`config.mk`:
```
export PLATFORM = sky130hd
export DESIGN_NAME = rp_analog_top
export DESIGN_NICKNAME = d
export VERILOG_FILES = /design/src/rtl/rp_pkg.sv /design/src/rtl/axil_if.sv /design/src/rtl/linear_cal.sv /design/src/rtl/adc_front.sv /design/src/rtl/dac_back.sv /design/src/rtl/calib_regs.sv /design/src/rtl/pdm_dac.sv /design/src/rtl/rp_analog_top.sv
export SDC_FILE = /design/constraint.sdc
export NUM_CORES = 2
export LEC_CHECK = 0
export BUFFER_PORTS_ARGS = -buffer_cell sky130_fd_sc_hd__buf_2
export CORE_MARGIN = 5
export CORE_UTILIZATION = 39
export DETAILED_ROUTE_END_ITERATION = 16
export SETUP_SLACK_MARGIN = 0.2
export SLEW_MARGIN = 20
export SYNTH_ARGS = -nofsm -noshare
export SYNTH_HDL_FRONTEND = slang
export SYNTH_SLANG_ARGS = --single-unit
```
`constraint.sdc`:
```
create_clock -name adc_clk -period 9.4 [get_ports adc_clk]
set_clock_uncertainty 0.2 [all_clocks]
set_input_delay 0.94 -clock adc_clk [delete_from_list [all_inputs] [get_ports adc_clk]]
set_output_delay 0.94 -clock adc_clk [all_outputs]
set_load 0.05 [all_outputs]
```
`src/rtl/rp_pkg.sv`:
```
// shared constants of the two-channel analog path
// sample and gain formats, pdm setup and the axi4-lite register map
package rp_pkg;

  // sample formats
  localparam int unsigned SMP_W = 14;
  localparam int unsigned PIN_W = 16;
  localparam logic signed [SMP_W-1:0] SMP_MAX = {1'b0, {(SMP_W-1){1'b1}}};
  localparam logic signed [SMP_W-1:0] SMP_MIN = {1'b1, {(SMP_W-1){1'b0}}};
  localparam int unsigned NUM_CH = 2;

  // calibration, gain is fixed point with 14 fraction bits
  localparam int unsigned GAIN_W = 16;
  localparam int unsigned GAIN_FRAC = 14;
  localparam logic [GAIN_W-1:0] GAIN_UNITY = 16'h4000;
  localparam int unsigned CAL_LAT = 2;

  // pulse density outputs
  localparam int unsigned PDM_CHN = 4;
  localparam int unsigned PDM_W = 8;
  localparam int unsigned PDM_RANGE = 255;

  // axi4-lite bus
  localparam int unsigned AXIL_AW = 8;
  localparam int unsigned AXIL_DW = 32;
  localparam logic [1:0] RESP_OKAY = 2'b00;
  localparam logic [1:0] RESP_SLVERR = 2'b10;

  // register byte addresses
  localparam logic [AXIL_AW-1:0] REG_MUX = 8'h00;
  localparam logic [AXIL_AW-1:0] REG_ADC_GAIN0 = 8'h04;
  localparam logic [AXIL_AW-1:0] REG_ADC_OFFS0 = 8'h08;
  localparam logic [AXIL_AW-1:0] REG_ADC_GAIN1 = 8'h0C;
  localparam logic [AXIL_AW-1:0] REG_ADC_OFFS1 = 8'h10;
  localparam logic [AXIL_AW-1:0] REG_DAC_GAIN0 = 8'h14;
  localparam logic [AXIL_AW-1:0] REG_DAC_OFFS0 = 8'h18;
  localparam logic [AXIL_AW-1:0] REG_DAC_GAIN1 = 8'h1C;
  localparam logic [AXIL_AW-1:0] REG_DAC_OFFS1 = 8'h20;
  localparam logic [AXIL_AW-1:0] REG_PDM0 = 8'h24;
  localparam logic [AXIL_AW-1:0] REG_PDM1 = 8'h28;
  localparam logic [AXIL_AW-1:0] REG_PDM2 = 8'h2C;
  localparam logic [AXIL_AW-1:0] REG_PDM3 = 8'h30;

endpackage

```
`src/rtl/axil_if.sv`:
```
// axi4-lite bundle between the top level and the register block
// master side is driven from the top pins, the slave side by calib_regs
`timescale 1ns/10ps

interface axil_if #(
  parameter int unsigned AW = 8,
  parameter int unsigned DW = 32
);

  // write address, write data, write response
  logic [AW-1:0]   awaddr;
  logic            awvalid, awready;
  logic [DW-1:0]   wdata;
  logic [DW/8-1:0] wstrb;
  logic            wvalid, wready;
  logic [1:0]      bresp;
  logic            bvalid, bready;
  // read address, read data
  logic [AW-1:0]   araddr;
  logic            arvalid, arready;
  logic [DW-1:0]   rdata;
  logic [1:0]      rresp;
  logic            rvalid, rready;

  modport master (
    output awaddr, awvalid, wdata, wstrb, wvalid, bready, araddr, arvalid, rready,
    input  awready, wready, bresp, bvalid, arready, rdata, rresp, rvalid
  );

  modport slave (
    input  awaddr, awvalid, wdata, wstrb, wvalid, bready, araddr, arvalid, rready,
    output awready, wready, bresp, bvalid, arready, rdata, rresp, rvalid
  );

endinterface

```
`src/rtl/linear_cal.sv`:
```
// gain and offset correction of one sample stream, two cycles deep
// result = sat((dat * gain) >>> 14 + offs)
`timescale 1ns/10ps

module linear_cal import rp_pkg::*; (
  input  logic                    adc_clk_i,
  input  logic                    top_rst_i,
  input  logic signed [SMP_W-1:0] dat_i,
  input  logic                    vld_i,
  input  logic signed [GAIN_W-1:0] gain_i,
  input  logic signed [SMP_W-1:0] offs_i,
  output logic signed [SMP_W-1:0] dat_o,
  output logic                    vld_o
);

  // full product keeps every bit
  logic signed [SMP_W+GAIN_W-1:0] prod_q;
  logic                           vld_q;
  logic signed [SMP_W+GAIN_W-1:0] prod_sh;
  // one extra bit so the offset sum cannot wrap
  logic signed [SMP_W+GAIN_W:0]   sum;
  logic signed [SMP_W-1:0]        sat;

  // stage one, multiply
  always_ff @(posedge adc_clk_i) begin
    prod_q <= dat_i * gain_i;
  end

  // drop fraction bits, add offset, clip to sample range
  assign prod_sh = prod_q >>> GAIN_FRAC;
  assign sum     = prod_sh + offs_i;

  always_comb begin
    if (sum > SMP_MAX) begin
      sat = SMP_MAX;
    end else if (sum < SMP_MIN) begin
      sat = SMP_MIN;
    end else begin
      sat = sum[SMP_W-1:0];
    end
  end

  // stage two, registered result
  always_ff @(posedge adc_clk_i) begin
    dat_o <= sat;
  end

  // valid follows the data through both stages
  always_ff @(posedge adc_clk_i, posedge top_rst_i) begin
    if (top_rst_i) begin
      vld_q <= 1'b0;
      vld_o <= 1'b0;
    end else begin
      vld_q <= vld_i;
      vld_o <= vld_q;
    end
  end

endmodule

```
`src/rtl/adc_front.sv`:
```
// one adc channel, pin capture and code conversion, then calibration
// loopback replaces the pin sample with the calibrated dac sample
`timescale 1ns/10ps

module adc_front import rp_pkg::*; (
  input  logic                     adc_clk_i,
  input  logic                     top_rst_i,
  input  logic [PIN_W-1:0]         pin_i,
  input  logic                     loop_i,
  input  logic signed [SMP_W-1:0]  lb_dat_i,
  input  logic                     lb_vld_i,
  input  logic signed [GAIN_W-1:0] gain_i,
  input  logic signed [SMP_W-1:0]  offs_i,
  output logic signed [SMP_W-1:0]  dat_o,
  output logic                     vld_o
);

  logic signed [SMP_W-1:0] pin_smp;
  logic signed [SMP_W-1:0] sel_dat;
  logic                    sel_vld;

  // capture pins, two low bits are reserved
  // keep the msb, invert the rest for two's complement
  always_ff @(posedge adc_clk_i) begin
    pin_smp <= {pin_i[PIN_W-1], ~pin_i[PIN_W-2:2]};
  end

  // loopback skips the capture stage
  assign sel_dat = loop_i ? lb_dat_i : pin_smp;
  // pins always carry a sample
  assign sel_vld = loop_i ? lb_vld_i : 1'b1;

  linear_cal lin_cal (
    .adc_clk_i (adc_clk_i),
    .top_rst_i (top_rst_i),
    .dat_i     (sel_dat),
    .vld_i     (sel_vld),
    .gain_i    (gain_i),
    .offs_i    (offs_i),
    .dat_o     (dat_o),
    .vld_o     (vld_o)
  );

endmodule

```
`src/rtl/dac_back.sv`:
```
// one dac channel, calibration then output coding
// calibrated sample is also handed to the adc side for loopback
`timescale 1ns/10ps

module dac_back import rp_pkg::*; (
  input  logic                     adc_clk_i,
  input  logic                     top_rst_i,
  input  logic signed [SMP_W-1:0]  dat_i,
  input  logic                     vld_i,
  input  logic signed [GAIN_W-1:0] gain_i,
  input  logic signed [SMP_W-1:0]  offs_i,
  output logic signed [SMP_W-1:0]  cal_dat_o,
  output logic                     cal_vld_o,
  output logic [SMP_W-1:0]         dac_dat_o,
  output logic                     dac_vld_o
);

  linear_cal lin_cal (
    .adc_clk_i (adc_clk_i),
    .top_rst_i (top_rst_i),
    .dat_i     (dat_i),
    .vld_i     (vld_i),
    .gain_i    (gain_i),
    .offs_i    (offs_i),
    .dat_o     (cal_dat_o),
    .vld_o     (cal_vld_o)
  );

  // inverted offset binary, msb kept
  // converter wants the negative slope
  always_ff @(posedge adc_clk_i) begin
    dac_dat_o <= {cal_dat_o[SMP_W-1], ~cal_dat_o[SMP_W-2:0]};
  end

  always_ff @(posedge adc_clk_i, posedge top_rst_i) begin
    if (top_rst_i) begin
      dac_vld_o <= 1'b0;
    end else begin
      dac_vld_o <= cal_vld_o;
    end
  end

endmodule

```
`src/rtl/calib_regs.sv`:
```
// axi4-lite register block for calibration, loopback and pdm levels
// one write and one read in flight, out-of-map accesses get slverr
`timescale 1ns/10ps

module calib_regs import rp_pkg::*; (
  input  logic                          adc_clk_i,
  input  logic                          top_rst_i,
  axil_if.slave                         bus,
  output logic [NUM_CH-1:0]             mux_loop_o,
  output logic [NUM_CH-1:0][GAIN_W-1:0] adc_gain_o,
  output logic [NUM_CH-1:0][SMP_W-1:0]  adc_offs_o,
  output logic [NUM_CH-1:0][GAIN_W-1:0] dac_gain_o,
  output logic [NUM_CH-1:0][SMP_W-1:0]  dac_offs_o,
  output logic [PDM_CHN-1:0][PDM_W-1:0] pdm_lvl_o
);

  // write side state
  logic                 aw_full, w_full;
  logic                 aw_full_d, w_full_d, bvalid_d;
  logic                 aw_hs, w_hs, wr_go, ar_hs;
  logic [AXIL_AW-1:0]   awaddr_q;
  logic [AXIL_DW-1:0]   wdata_q;
  logic [AXIL_DW/8-1:0] wstrb_q;
  logic [AXIL_DW-1:0]   wr_mask, wr_word;

  // word aligned and inside the map
  function automatic logic reg_hit(input logic [AXIL_AW-1:0] addr);
    return (addr[1:0] == 2'b00) && (addr <= REG_PDM3);
  endfunction

  // readback word, unused bits zero
  function automatic logic [AXIL_DW-1:0] reg_rd(input logic [AXIL_AW-1:0] addr);
    logic [AXIL_DW-1:0] word;
    word = '0;
    case (addr)
      REG_MUX:       word[NUM_CH-1:0] = mux_loop_o;
      REG_ADC_GAIN0: word[GAIN_W-1:0] = adc_gain_o[0];
      REG_ADC_OFFS0: word[SMP_W-1:0]  = adc_offs_o[0];
      REG_ADC_GAIN1: word[GAIN_W-1:0] = adc_gain_o[1];
      REG_ADC_OFFS1: word[SMP_W-1:0]  = adc_offs_o[1];
      REG_DAC_GAIN0: word[GAIN_W-1:0] = dac_gain_o[0];
      REG_DAC_OFFS0: word[SMP_W-1:0]  = dac_offs_o[0];
      REG_DAC_GAIN1: word[GAIN_W-1:0] = dac_gain_o[1];
      REG_DAC_OFFS1: word[SMP_W-1:0]  = dac_offs_o[1];
      REG_PDM0:      word[PDM_W-1:0]  = pdm_lvl_o[0];
      REG_PDM1:      word[PDM_W-1:0]  = pdm_lvl_o[1];
      REG_PDM2:      word[PDM_W-1:0]  = pdm_lvl_o[2];
      REG_PDM3:      word[PDM_W-1:0]  = pdm_lvl_o[3];
      default:       word = '0;
    endcase
    return word;
  endfunction

  ////////////////////////////////////////////////////////////
  // write channel
  ////////////////////////////////////////////////////////////

  assign aw_hs = bus.awvalid & bus.awready;
  assign w_hs  = bus.wvalid & bus.wready;
  // commit once address and data are both held
  assign wr_go = aw_full & w_full;

  assign aw_full_d = ~wr_go & (aw_full | aw_hs);
  assign w_full_d  = ~wr_go & (w_full | w_hs);
  assign bvalid_d  = wr_go | (bus.bvalid & ~bus.bready);

  always_ff @(posedge adc_clk_i, posedge top_rst_i) begin
    if (top_rst_i) begin
      aw_full     <= 1'b0;
      w_full      <= 1'b0;
      bus.bvalid  <= 1'b0;
      bus.awready <= 1'b0;
      bus.wready  <= 1'b0;
    end else begin
      aw_full     <= aw_full_d;
      w_full      <= w_full_d;
      bus.bvalid  <= bvalid_d;
      // no new write while a response is pending
      bus.awready <= ~aw_full_d & ~bvalid_d;
      bus.wready  <= ~w_full_d & ~bvalid_d;
    end
  end

  // merge strobed bytes into the current value
  always_comb begin
    for (int b = 0; b < AXIL_DW/8; b++) begin
      wr_mask[8*b +: 8] = {8{wstrb_q[b]}};
    end
    wr_word = (reg_rd(awaddr_q) & ~wr_mask) | (wdata_q & wr_mask);
  end

  ////////////////////////////////////////////////////////////
  // read channel
  ////////////////////////////////////////////////////////////

  assign ar_hs = bus.arvalid & bus.arready;

  always_ff @(posedge adc_clk_i, posedge top_rst_i) begin
    if (top_rst_i) begin
      bus.arready <= 1'b1;
      bus.rvalid  <= 1'b0;
    end else if (ar_hs) begin
      bus.arready <= 1'b0;
      bus.rvalid  <= 1'b1;
    end else if (bus.rvalid && bus.rready) begin
      bus.arready <= 1'b1;
      bus.rvalid  <= 1'b0;
    end
  end

  // captured payload and responses
  always_ff @(posedge adc_clk_i) begin
    if (aw_hs) begin
      awaddr_q <= bus.awaddr;
    end
    if (w_hs) begin
      wdata_q <= bus.wdata;
      wstrb_q <= bus.wstrb;
    end
    if (wr_go) begin
      bus.bresp <= reg_hit(awaddr_q) ? RESP_OKAY : RESP_SLVERR;
    end
    if (ar_hs) begin
      bus.rdata <= reg_rd(bus.araddr);
      bus.rresp <= reg_hit(bus.araddr) ? RESP_OKAY : RESP_SLVERR;
    end
  end

  ////////////////////////////////////////////////////////////
  // configuration registers
  ////////////////////////////////////////////////////////////

  always_ff @(posedge adc_clk_i, posedge top_rst_i) begin
    if (top_rst_i) begin
      mux_loop_o <= '0;
      adc_gain_o <= {NUM_CH{GAIN_UNITY}};
      adc_offs_o <= '0;
      dac_gain_o <= {NUM_CH{GAIN_UNITY}};
      dac_offs_o <= '0;
      pdm_lvl_o  <= '0;
    end else if (wr_go) begin
      // out-of-map addresses fall through untouched
      case (awaddr_q)
        REG_MUX:       mux_loop_o    <= wr_word[NUM_CH-1:0];
        REG_ADC_GAIN0: adc_gain_o[0] <= wr_word[GAIN_W-1:0];
        REG_ADC_OFFS0: adc_offs_o[0] <= wr_word[SMP_W-1:0];
        REG_ADC_GAIN1: adc_gain_o[1] <= wr_word[GAIN_W-1:0];
        REG_ADC_OFFS1: adc_offs_o[1] <= wr_word[SMP_W-1:0];
        REG_DAC_GAIN0: dac_gain_o[0] <= wr_word[GAIN_W-1:0];
        REG_DAC_OFFS0: dac_offs_o[0] <= wr_word[SMP_W-1:0];
        REG_DAC_GAIN1: dac_gain_o[1] <= wr_word[GAIN_W-1:0];
        REG_DAC_OFFS1: dac_offs_o[1] <= wr_word[SMP_W-1:0];
        REG_PDM0:      pdm_lvl_o[0]  <= wr_word[PDM_W-1:0];
        REG_PDM1:      pdm_lvl_o[1]  <= wr_word[PDM_W-1:0];
        REG_PDM2:      pdm_lvl_o[2]  <= wr_word[PDM_W-1:0];
        REG_PDM3:      pdm_lvl_o[3]  <= wr_word[PDM_W-1:0];
        default: ;
      endcase
    end
  end

endmodule

```
`src/rtl/pdm_dac.sv`:
```
// first-order pulse density modulators, one per slow analog output
// ones per 255 cycles equal the programmed level
`timescale 1ns/10ps

module pdm_dac import rp_pkg::*; (
  input  logic                          adc_clk_i,
  input  logic                          top_rst_i,
  input  logic [PDM_CHN-1:0][PDM_W-1:0] lvl_i,
  output logic [PDM_CHN-1:0]            pdm_o
);

  for (genvar c = 0; c < PDM_CHN; c++) begin : g_chn

    // accumulator stays below PDM_RANGE
    logic [PDM_W-1:0] acc;
    logic [PDM_W:0]   sum;
    logic             pdm_q;

    assign sum = acc + lvl_i[c];

    // overflow emits a one and wraps by the period
    always_ff @(posedge adc_clk_i, posedge top_rst_i) begin
      if (top_rst_i) begin
        acc   <= '0;
        pdm_q <= 1'b0;
      end else if (sum >= PDM_RANGE) begin
        acc   <= PDM_W'(sum - PDM_RANGE);
        pdm_q <= 1'b1;
      end else begin
        acc   <= PDM_W'(sum);
        pdm_q <= 1'b0;
      end
    end

    assign pdm_o[c] = pdm_q;

  end

endmodule

```
`src/rtl/rp_analog_top.sv`:
```
// analog path top level in the adc_clk domain
// bus pins go into the axi4-lite bundle, channels hang off the register block
`timescale 1ns/10ps

module rp_analog_top import rp_pkg::*; (
  input  logic                            adc_clk,
  input  logic                            top_rst,
  // sample streams
  input  logic [NUM_CH-1:0][PIN_W-1:0]    adc_dat_i,
  input  logic signed [NUM_CH-1:0][SMP_W-1:0] gen_dat_i,
  input  logic [NUM_CH-1:0]               gen_vld_i,
  output logic signed [NUM_CH-1:0][SMP_W-1:0] adc_dat_o,
  output logic [NUM_CH-1:0]               adc_vld_o,
  output logic [NUM_CH-1:0][SMP_W-1:0]    dac_dat_o,
  output logic [NUM_CH-1:0]               dac_vld_o,
  output logic [PDM_CHN-1:0]              dac_pwm_o,
  // axi4-lite slave
  input  logic [AXIL_AW-1:0]              s_axil_awaddr_i,
  input  logic                            s_axil_awvalid_i,
  output logic                            s_axil_awready_o,
  input  logic [AXIL_DW-1:0]              s_axil_wdata_i,
  input  logic [AXIL_DW/8-1:0]            s_axil_wstrb_i,
  input  logic                            s_axil_wvalid_i,
  output logic                            s_axil_wready_o,
  output logic [1:0]                      s_axil_bresp_o,
  output logic                            s_axil_bvalid_o,
  input  logic                            s_axil_bready_i,
  input  logic [AXIL_AW-1:0]              s_axil_araddr_i,
  input  logic                            s_axil_arvalid_i,
  output logic                            s_axil_arready_o,
  output logic [AXIL_DW-1:0]              s_axil_rdata_o,
  output logic [1:0]                      s_axil_rresp_o,
  output logic                            s_axil_rvalid_o,
  input  logic                            s_axil_rready_i
);

  // configuration from the register block
  logic [NUM_CH-1:0]             mux_loop;
  logic [NUM_CH-1:0][GAIN_W-1:0] adc_gain, dac_gain;
  logic [NUM_CH-1:0][SMP_W-1:0]  adc_offs, dac_offs;
  logic [PDM_CHN-1:0][PDM_W-1:0] pdm_lvl;
  // calibrated dac samples for loopback
  logic [NUM_CH-1:0][SMP_W-1:0]  dac_cal_dat;
  logic [NUM_CH-1:0]             dac_cal_vld;

  ////////////////////////////////////////////////////////////
  // register bus
  ////////////////////////////////////////////////////////////

  axil_if #(.AW(AXIL_AW), .DW(AXIL_DW)) axil ();

  assign axil.awaddr  = s_axil_awaddr_i;
  assign axil.awvalid = s_axil_awvalid_i;
  assign axil.wdata   = s_axil_wdata_i;
  assign axil.wstrb   = s_axil_wstrb_i;
  assign axil.wvalid  = s_axil_wvalid_i;
  assign axil.bready  = s_axil_bready_i;
  assign axil.araddr  = s_axil_araddr_i;
  assign axil.arvalid = s_axil_arvalid_i;
  assign axil.rready  = s_axil_rready_i;

  assign s_axil_awready_o = axil.awready;
  assign s_axil_wready_o  = axil.wready;
  assign s_axil_bresp_o   = axil.bresp;
  assign s_axil_bvalid_o  = axil.bvalid;
  assign s_axil_arready_o = axil.arready;
  assign s_axil_rdata_o   = axil.rdata;
  assign s_axil_rresp_o   = axil.rresp;
  assign s_axil_rvalid_o  = axil.rvalid;

  calib_regs regs (
    .adc_clk_i  (adc_clk),
    .top_rst_i  (top_rst),
    .bus        (axil.slave),
    .mux_loop_o (mux_loop),
    .adc_gain_o (adc_gain),
    .adc_offs_o (adc_offs),
    .dac_gain_o (dac_gain),
    .dac_offs_o (dac_offs),
    .pdm_lvl_o  (pdm_lvl)
  );

  ////////////////////////////////////////////////////////////
  // channels
  ////////////////////////////////////////////////////////////

  for (genvar i = 0; i < NUM_CH; i++) begin : g_ch

    dac_back dac (
      .adc_clk_i (adc_clk),
      .top_rst_i (top_rst),
      .dat_i     (gen_dat_i[i]),
      .vld_i     (gen_vld_i[i]),
      .gain_i    (dac_gain[i]),
      .offs_i    (dac_offs[i]),
      .cal_dat_o (dac_cal_dat[i]),
      .cal_vld_o (dac_cal_vld[i]),
      .dac_dat_o (dac_dat_o[i]),
      .dac_vld_o (dac_vld_o[i])
    );

    // same channel dac feeds the loopback input
    adc_front adc (
      .adc_clk_i (adc_clk),
      .top_rst_i (top_rst),
      .pin_i     (adc_dat_i[i]),
      .loop_i    (mux_loop[i]),
      .lb_dat_i  (dac_cal_dat[i]),
      .lb_vld_i  (dac_cal_vld[i]),
      .gain_i    (adc_gain[i]),
      .offs_i    (adc_offs[i]),
      .dat_o     (adc_dat_o[i]),
      .vld_o     (adc_vld_o[i])
    );

  end

  // slow analog outputs
  pdm_dac pdm (
    .adc_clk_i (adc_clk),
    .top_rst_i (top_rst),
    .lvl_i     (pdm_lvl),
    .pdm_o     (dac_pwm_o)
  );

endmodule

```
# Word level (Yosys, flattened, before mapping)
# Cells that the tools add are included.
# word_totals
ff_bits,485
inputBits,121
output_inout_bits,105
# classes
addsub,12
mul,4
n_lt_le_gt_ge,14
n_eq_ne,24
mux,30
bitwise,25
reduce_logical,21
# op_table
operator,n
$pmux W6 S12,2
$mul A14 B16 Y30,4
$pmux W6 S8,2
$mux W14,6
$eq A8 B6 Y1 const B,10
$add A16 B14 Y17,4
$gt A17 B14 Y1 const B,4
$lt A17 B14 Y1 const B,4
$eq A8 B5 Y1 const B,8
$not A13 Y13,4
$pmux W2 S13,2
$add A8 B8 Y9,4
$ge A9 B8 Y1 const B,4
$and A16 B16 Y16,2
$eq A8 B4 Y1 const B,4
$mux W8,4
$sub A8 B8 Y8 const B,4
$reduce_and A2 Y1,13
$eq A8 B3 Y1 const B,2
$le A8 B6 Y1 const B,2
$logic_not A8 Y1,2
$not A16 Y16,1
$or A16 B16 Y16,1
$pmux W2 S4,2
8 further kinds,35

# Longest topological paths before layout
# logic_depth
ltp_word,5
ltp_mapped,26
mapped_depth_nobuf,24

# By module
# Synthesis repeated with hierarchy kept, for this count alone.
# hier_totals
cells_unflattened,5591
hier_area_um2,53462.5
# modules_own_cells
mod,instances,cells_per_inst,area_per_inst_um2,seq_area_each_um2
calib_regs,1,1021,10221.1,5356.4
linear_cal at g_ch[0].dac.lin_cal,1,1025,9593.0,650.6
linear_cal at g_ch[1].adc.lin_cal,1,1003,9580.4,650.6
linear_cal at g_ch[0].adc.lin_cal,1,1018,9452.8,650.6
linear_cal at g_ch[1].dac.lin_cal,1,1010,9432.8,650.6
pdm_dac,1,368,3350.7,900.9
adc_front,2,44,558.0,280.3
dac_back,2,29,357.8,305.3

# Worst setup path before layout
# No wires, ideal clock.
# synth_timing
path_kind,input port to flip-flop
start,in gen_dat_i[2] in the netlist's numbering
end,reg g_ch[0].dac.lin_cal.prod_q[29]
setup_ps,121
t_arrival_ps,6563
setup_slack_ps,2517
stages,21
path_buffers,1
cell_sequence,clkbuf_1 nand2_1 fa_1 inv_1 fa_1 inv_1 fa_1 inv_1 fa_1 fa_1 inv_1 fa_1 inv_1 ha_1 a21o_1 a21o_1 a2111oi_0 o31ai_1 nor4_1 nor3_1 xnor2_1
# synth_via
elab_chain_cells,1
# synth_lines
element,line_no,text
start: declaration,rp_analog_top.sv:10,"input logic signed [NUM_CH-1:0][SMP_W-1:0] gen_dat_i,"
$mul A14 B16 Y30,linear_cal.sv:26,prod_q <= dat_i * gain_i;
end signal: assignment,linear_cal.sv:26,
end: declaration,linear_cal.sv:17,logic signed [SMP_W+GAIN_W-1:0] prod_q;
# Every way passes these cells.
# A chain may end at the register's enable or synchronous reset.

# Worst setup path in the final report
# layout_timing
start,reg regs.mux_loop_o[0]
end,reg g_ch[0].adc.lin_cal.prod_q[28]
# layout_via
elab_chain_cells,2
# layout_lines
element,line_no,text
start: declaration,calib_regs.sv:9,"output logic [NUM_CH-1:0] mux_loop_o,"
start signal: assignment,calib_regs.sv:144,REG_MUX: mux_loop_o <= wr_word[NUM_CH-1:0];
$mux W14,adc_front.sv:29,assign sel_dat = loop_i ? lb_dat_i : pin_smp;
$mul A14 B16 Y30,linear_cal.sv:26,
end signal: assignment,linear_cal.sv:26,
end: declaration,linear_cal.sv:17,
# Every way passes these cells.

==> metrics.txt <==
row cnt=between 100 and 150; H-tree lvl count=2; Die H=roughly 370 um; Via Count=about 37,000; Initial Utilization=39.2%; mean number of vias per cell=5.15; PostCTS Resize Cnt=0; Tcrit/Tclk final=between 80% and 90%; GP Congestion=0.944; CP Launch Type=flip-flop; vias in the first global route=39,872; mapped cell area=slightly above 50,000 um^2; total core area=about 130,000 um^2; clk slew on worst S/H paths=70 ps; number of CTS-inserted buffers=54; IO Port Bufs=around 190; DIE WIDTH=373 um; Clock Sinks=about 430; Netlist cell types=87; initial antenna violation count=11; DR iter-0 viols=3,032; Slew HR=24.4%; nets=6,833; clk_lat worst skew=about 660 ps; worst-margin pin slew=between 1000 and 1500 ps; CTS tree=done; setup bufs post-CTS=0; Total Wirelength=approximately 140 mm; CP Class=reg2reg; gr ovfl total=0; Die ar.=about 140,000 um^2; PD cells=approximately 170 nW/um^2; post-route ant nets=0; Critical Path RT=a little under 10,000 ps; worst-path fanout max=16; total track usage=roughly a fifth; Slew Viols, Final=0; Crit. End Element=flip-flop; P_leak=between 20 and 30 nW; Hold Path Class=in2async; IO Pins=between 200 and 250; setup TNS=0 ps; CTS max path bufs=3; RSZ-0062 raised after global routing=false; DR DRC count=0; share of cells above drive strength 1=under 10%; Seq cells post-synth=approximately 430; Initial DRT Pass Iterations=7; placed insts=7,159; worst path arrival time=8470 ps; DP HPWL=114 mm; Tmin final=between 8000 and 9000 ps; WL/cell=between 15 and 20 um; final std cells w/o fill=7,267; Area Growth Syn to Fin=9.05%; Hold-fix buffers, CTS=0; Most used DFF post-synth=dfrtp_1; Peak VDD IR=0.146 mV; clk root buf=clkbuf_16; Seq/Total Area, Yosys=between 10% and 20%; Post-synth EDFFs=between 40 and 50; post-synthesis average cell area=between 9 and 10 um^2; largest net degree at the start of global routing=75; # fillers=around 13,000; MaxCap Viol Count=0; f_max=roughly 0.12 GHz; status=finished, final reports clean; post-synthesis cell count=around 5,400; setup violators final=0; Syn. warnings=0; Hold Vio Cnt, Final=0; Async SR Flop Fraction=just under 50%; first-pass GRT wire length=between 200 and 250 mm
-- synth_stat cells (8+ instances only) --
library cell / count / area, um^2
nand4_1: 33 / 206
inv_1: 1066 / 4000
o21ai_0: 212 / 1060
a21o_1: 73 / 548
buf_4: 28 / 210
o21bai_1: 19 / 143
ha_1: 372 / 4650
nor2_1: 173 / 649
a222oi_1: 27 / 270
a22o_1: 27 / 236
nand2b_1: 56 / 350
fa_1: 880 / 17600
xnor2_1: 136 / 1190
or3_1: 10 / 62.6
a221oi_1: 28 / 245
o21a_1: 22 / 165
clkbuf_1: 174 / 653
mux2_2: 45 / 507
nor2b_1: 159 / 995
buf_2: 8 / 40.0
mux2i_1: 17 / 170
dfxtp_1: 176 / 3520
a21oi_1: 104 / 521
nand3_1: 44 / 220
a22oi_1: 69 / 518
or2_2: 12 / 75.1
edfxtp_1: 44 / 1320
a31oi_1: 14 / 87.6
and2_1: 276 / 1730
and2b_1: 9 / 67.6
nor3_1: 37 / 185
xor2_1: 53 / 464
o21ai_2: 13 / 114
nand3b_1: 8 / 60.1
o211ai_1: 8 / 60.1
a211oi_1: 12 / 90.1
and3_1: 11 / 68.8
nand2_1: 588 / 2210
dfrtp_1: 202 / 5050
-- final timing paths --
| kind | start | end | slack (ps) | cells after the start |
|---|---|---|---|---|
| min in group adc_clk | g_ch[1].adc.lin_cal.vld_q | g_ch[1].adc.lin_cal.vld_o | 150 | 0 |
| max | regs.mux_loop_o[0] | g_ch[0].adc.lin_cal.prod_q[28] | 1310 | 23 |
| min | top_rst | g_ch[0].dac.lin_cal.vld_q | 60 | 2 |
| min reg2reg | g_ch[1].adc.lin_cal.vld_q | g_ch[1].adc.lin_cal.vld_o | 150 | 0 |
| max reg2reg | regs.mux_loop_o[0] | g_ch[0].adc.lin_cal.prod_q[28] | 1310 | 23 |
| max in group asynchronous | top_rst | regs.w_full | 7460 | 3 |
-- cells in the final DEF, fill, tap and decap left out, types with 73 or more instances in the layout --
master / count
buf_2: 185
nor2_1: 173
a21o_1: 73
and2_1: 276
dfxtp_1: 176
a21oi_1: 104
xnor2_1: 136
inv_1: 1065
dfrtp_1: 202
nand2_1: 586
ha_1: 372
o21ai_0: 212
fa_1: 880
nor2b_1: 159
-- layer usage --
metal | track usage, % | share of wire, % | vias up
li1 | - | - | 16891
met4 | 7.73 | 4.2 | 2
met1 | 28.5 | 42 | 18905
met2 | 33.1 | 45 | 1345
met5 | 0.240 | 0.0083 | -
met3 | 4.64 | 8.6 | 271
-- area by class of cell --
type	instances	area, um^2	share of cell area (%)
Tap cell	1755	2200	3.91
Multi-Input combinational cell	3658	36500	65.1
Antenna cell	6	15.0	0.0268
Clock inverter	23	275	0.491
Sequential cell	427	10000	17.9
Timing Repair Buffer	253	1440	2.57
Inverter	1066	4010	7.15
Clock buffer	79	1610	2.87
-- logic make-up (layout without fill, tap and decap cells) --
group           after synthesis  after routing  share of synthesized area (%)
compound gates              701            701                           9.32
simple gates               1435           1435                           13.7
xor+xnor                    189            189                           3.22
buf+inv                    1282           1421                           9.65
fa+ha+maj                  1252           1252                           43.3
other cells                   1             24                        0.00729
flops                       427            427                           19.5
mux                          63             63                           1.34
-- where the power goes --
group	switching (mW)	internal (mW)
sequential	0.360	2.34
clock	0.902	1.29
combinational	2.79	1.65
-- worst max-delay path, cell delays in order (launching register included) --
cell and delay, ps:
dfrtp_1 940, buf_4 300, mux2_2 510, and2_1 240, fa_1 510, inv_1 60, fa_1 530, inv_1 50
fa_1 510, fa_1 430, fa_1 490, inv_1 50, fa_1 490, inv_1 50, ha_1 290, nand2_1 120
a21oi_1 90, a211oi_1 700, a311oi_2 300, a21oi_2 300, nor3_1 110, or3_1 400, a21oi_1 190, xnor2_1 130
-- sequential cells by signal, indices dropped and copies added (netlist names), 4 cells and up --
name	count
g_ch.adc.lin_cal.prod_q	32
g_ch.dac.lin_cal.prod_q	32
pdm.g_chn.acc	32
regs.adc_gain_o	32
regs.dac_gain_o	32
regs.pdm_lvl_o	32
g_ch.adc.lin_cal.dat_o	28
g_ch.adc.pin_smp	28
g_ch.dac.dac_dat_o	28
g_ch.dac.lin_cal.dat_o	28
regs.adc_offs_o	28
regs.dac_offs_o	28
regs.bus.rdata	16
regs.wdata_q	16
regs.awaddr_q	8
pdm.g_chn.pdm_q	4
-- through the flow --
| stage | util (%) | setup slack (ps) | instance area (um^2) | total power [mW] | hold WS (ps) |
|---|---|---|---|---|---|
| 6_report | 42.7 | 1310 | 56100 | 9.33 | 61.3 |
| 5_1_grt | 42.7 | 1040 | 56100 | 10.1 | 89.6 |
| 4_1_cts | 42.7 | 1400 | 56100 | 9.44 | 46.4 |
| 3_5_place_dp | 41.3 | 1440 | 54200 | 7.17 | 136 |
| 3_3_place_gp | 41.3 | 1510 | 54200 | 7.10 | 134 |
| 2_1_floorplan | - | 2520 | 51500 | 5.94 | 131 |
Power figures use the tool's default switching activity.
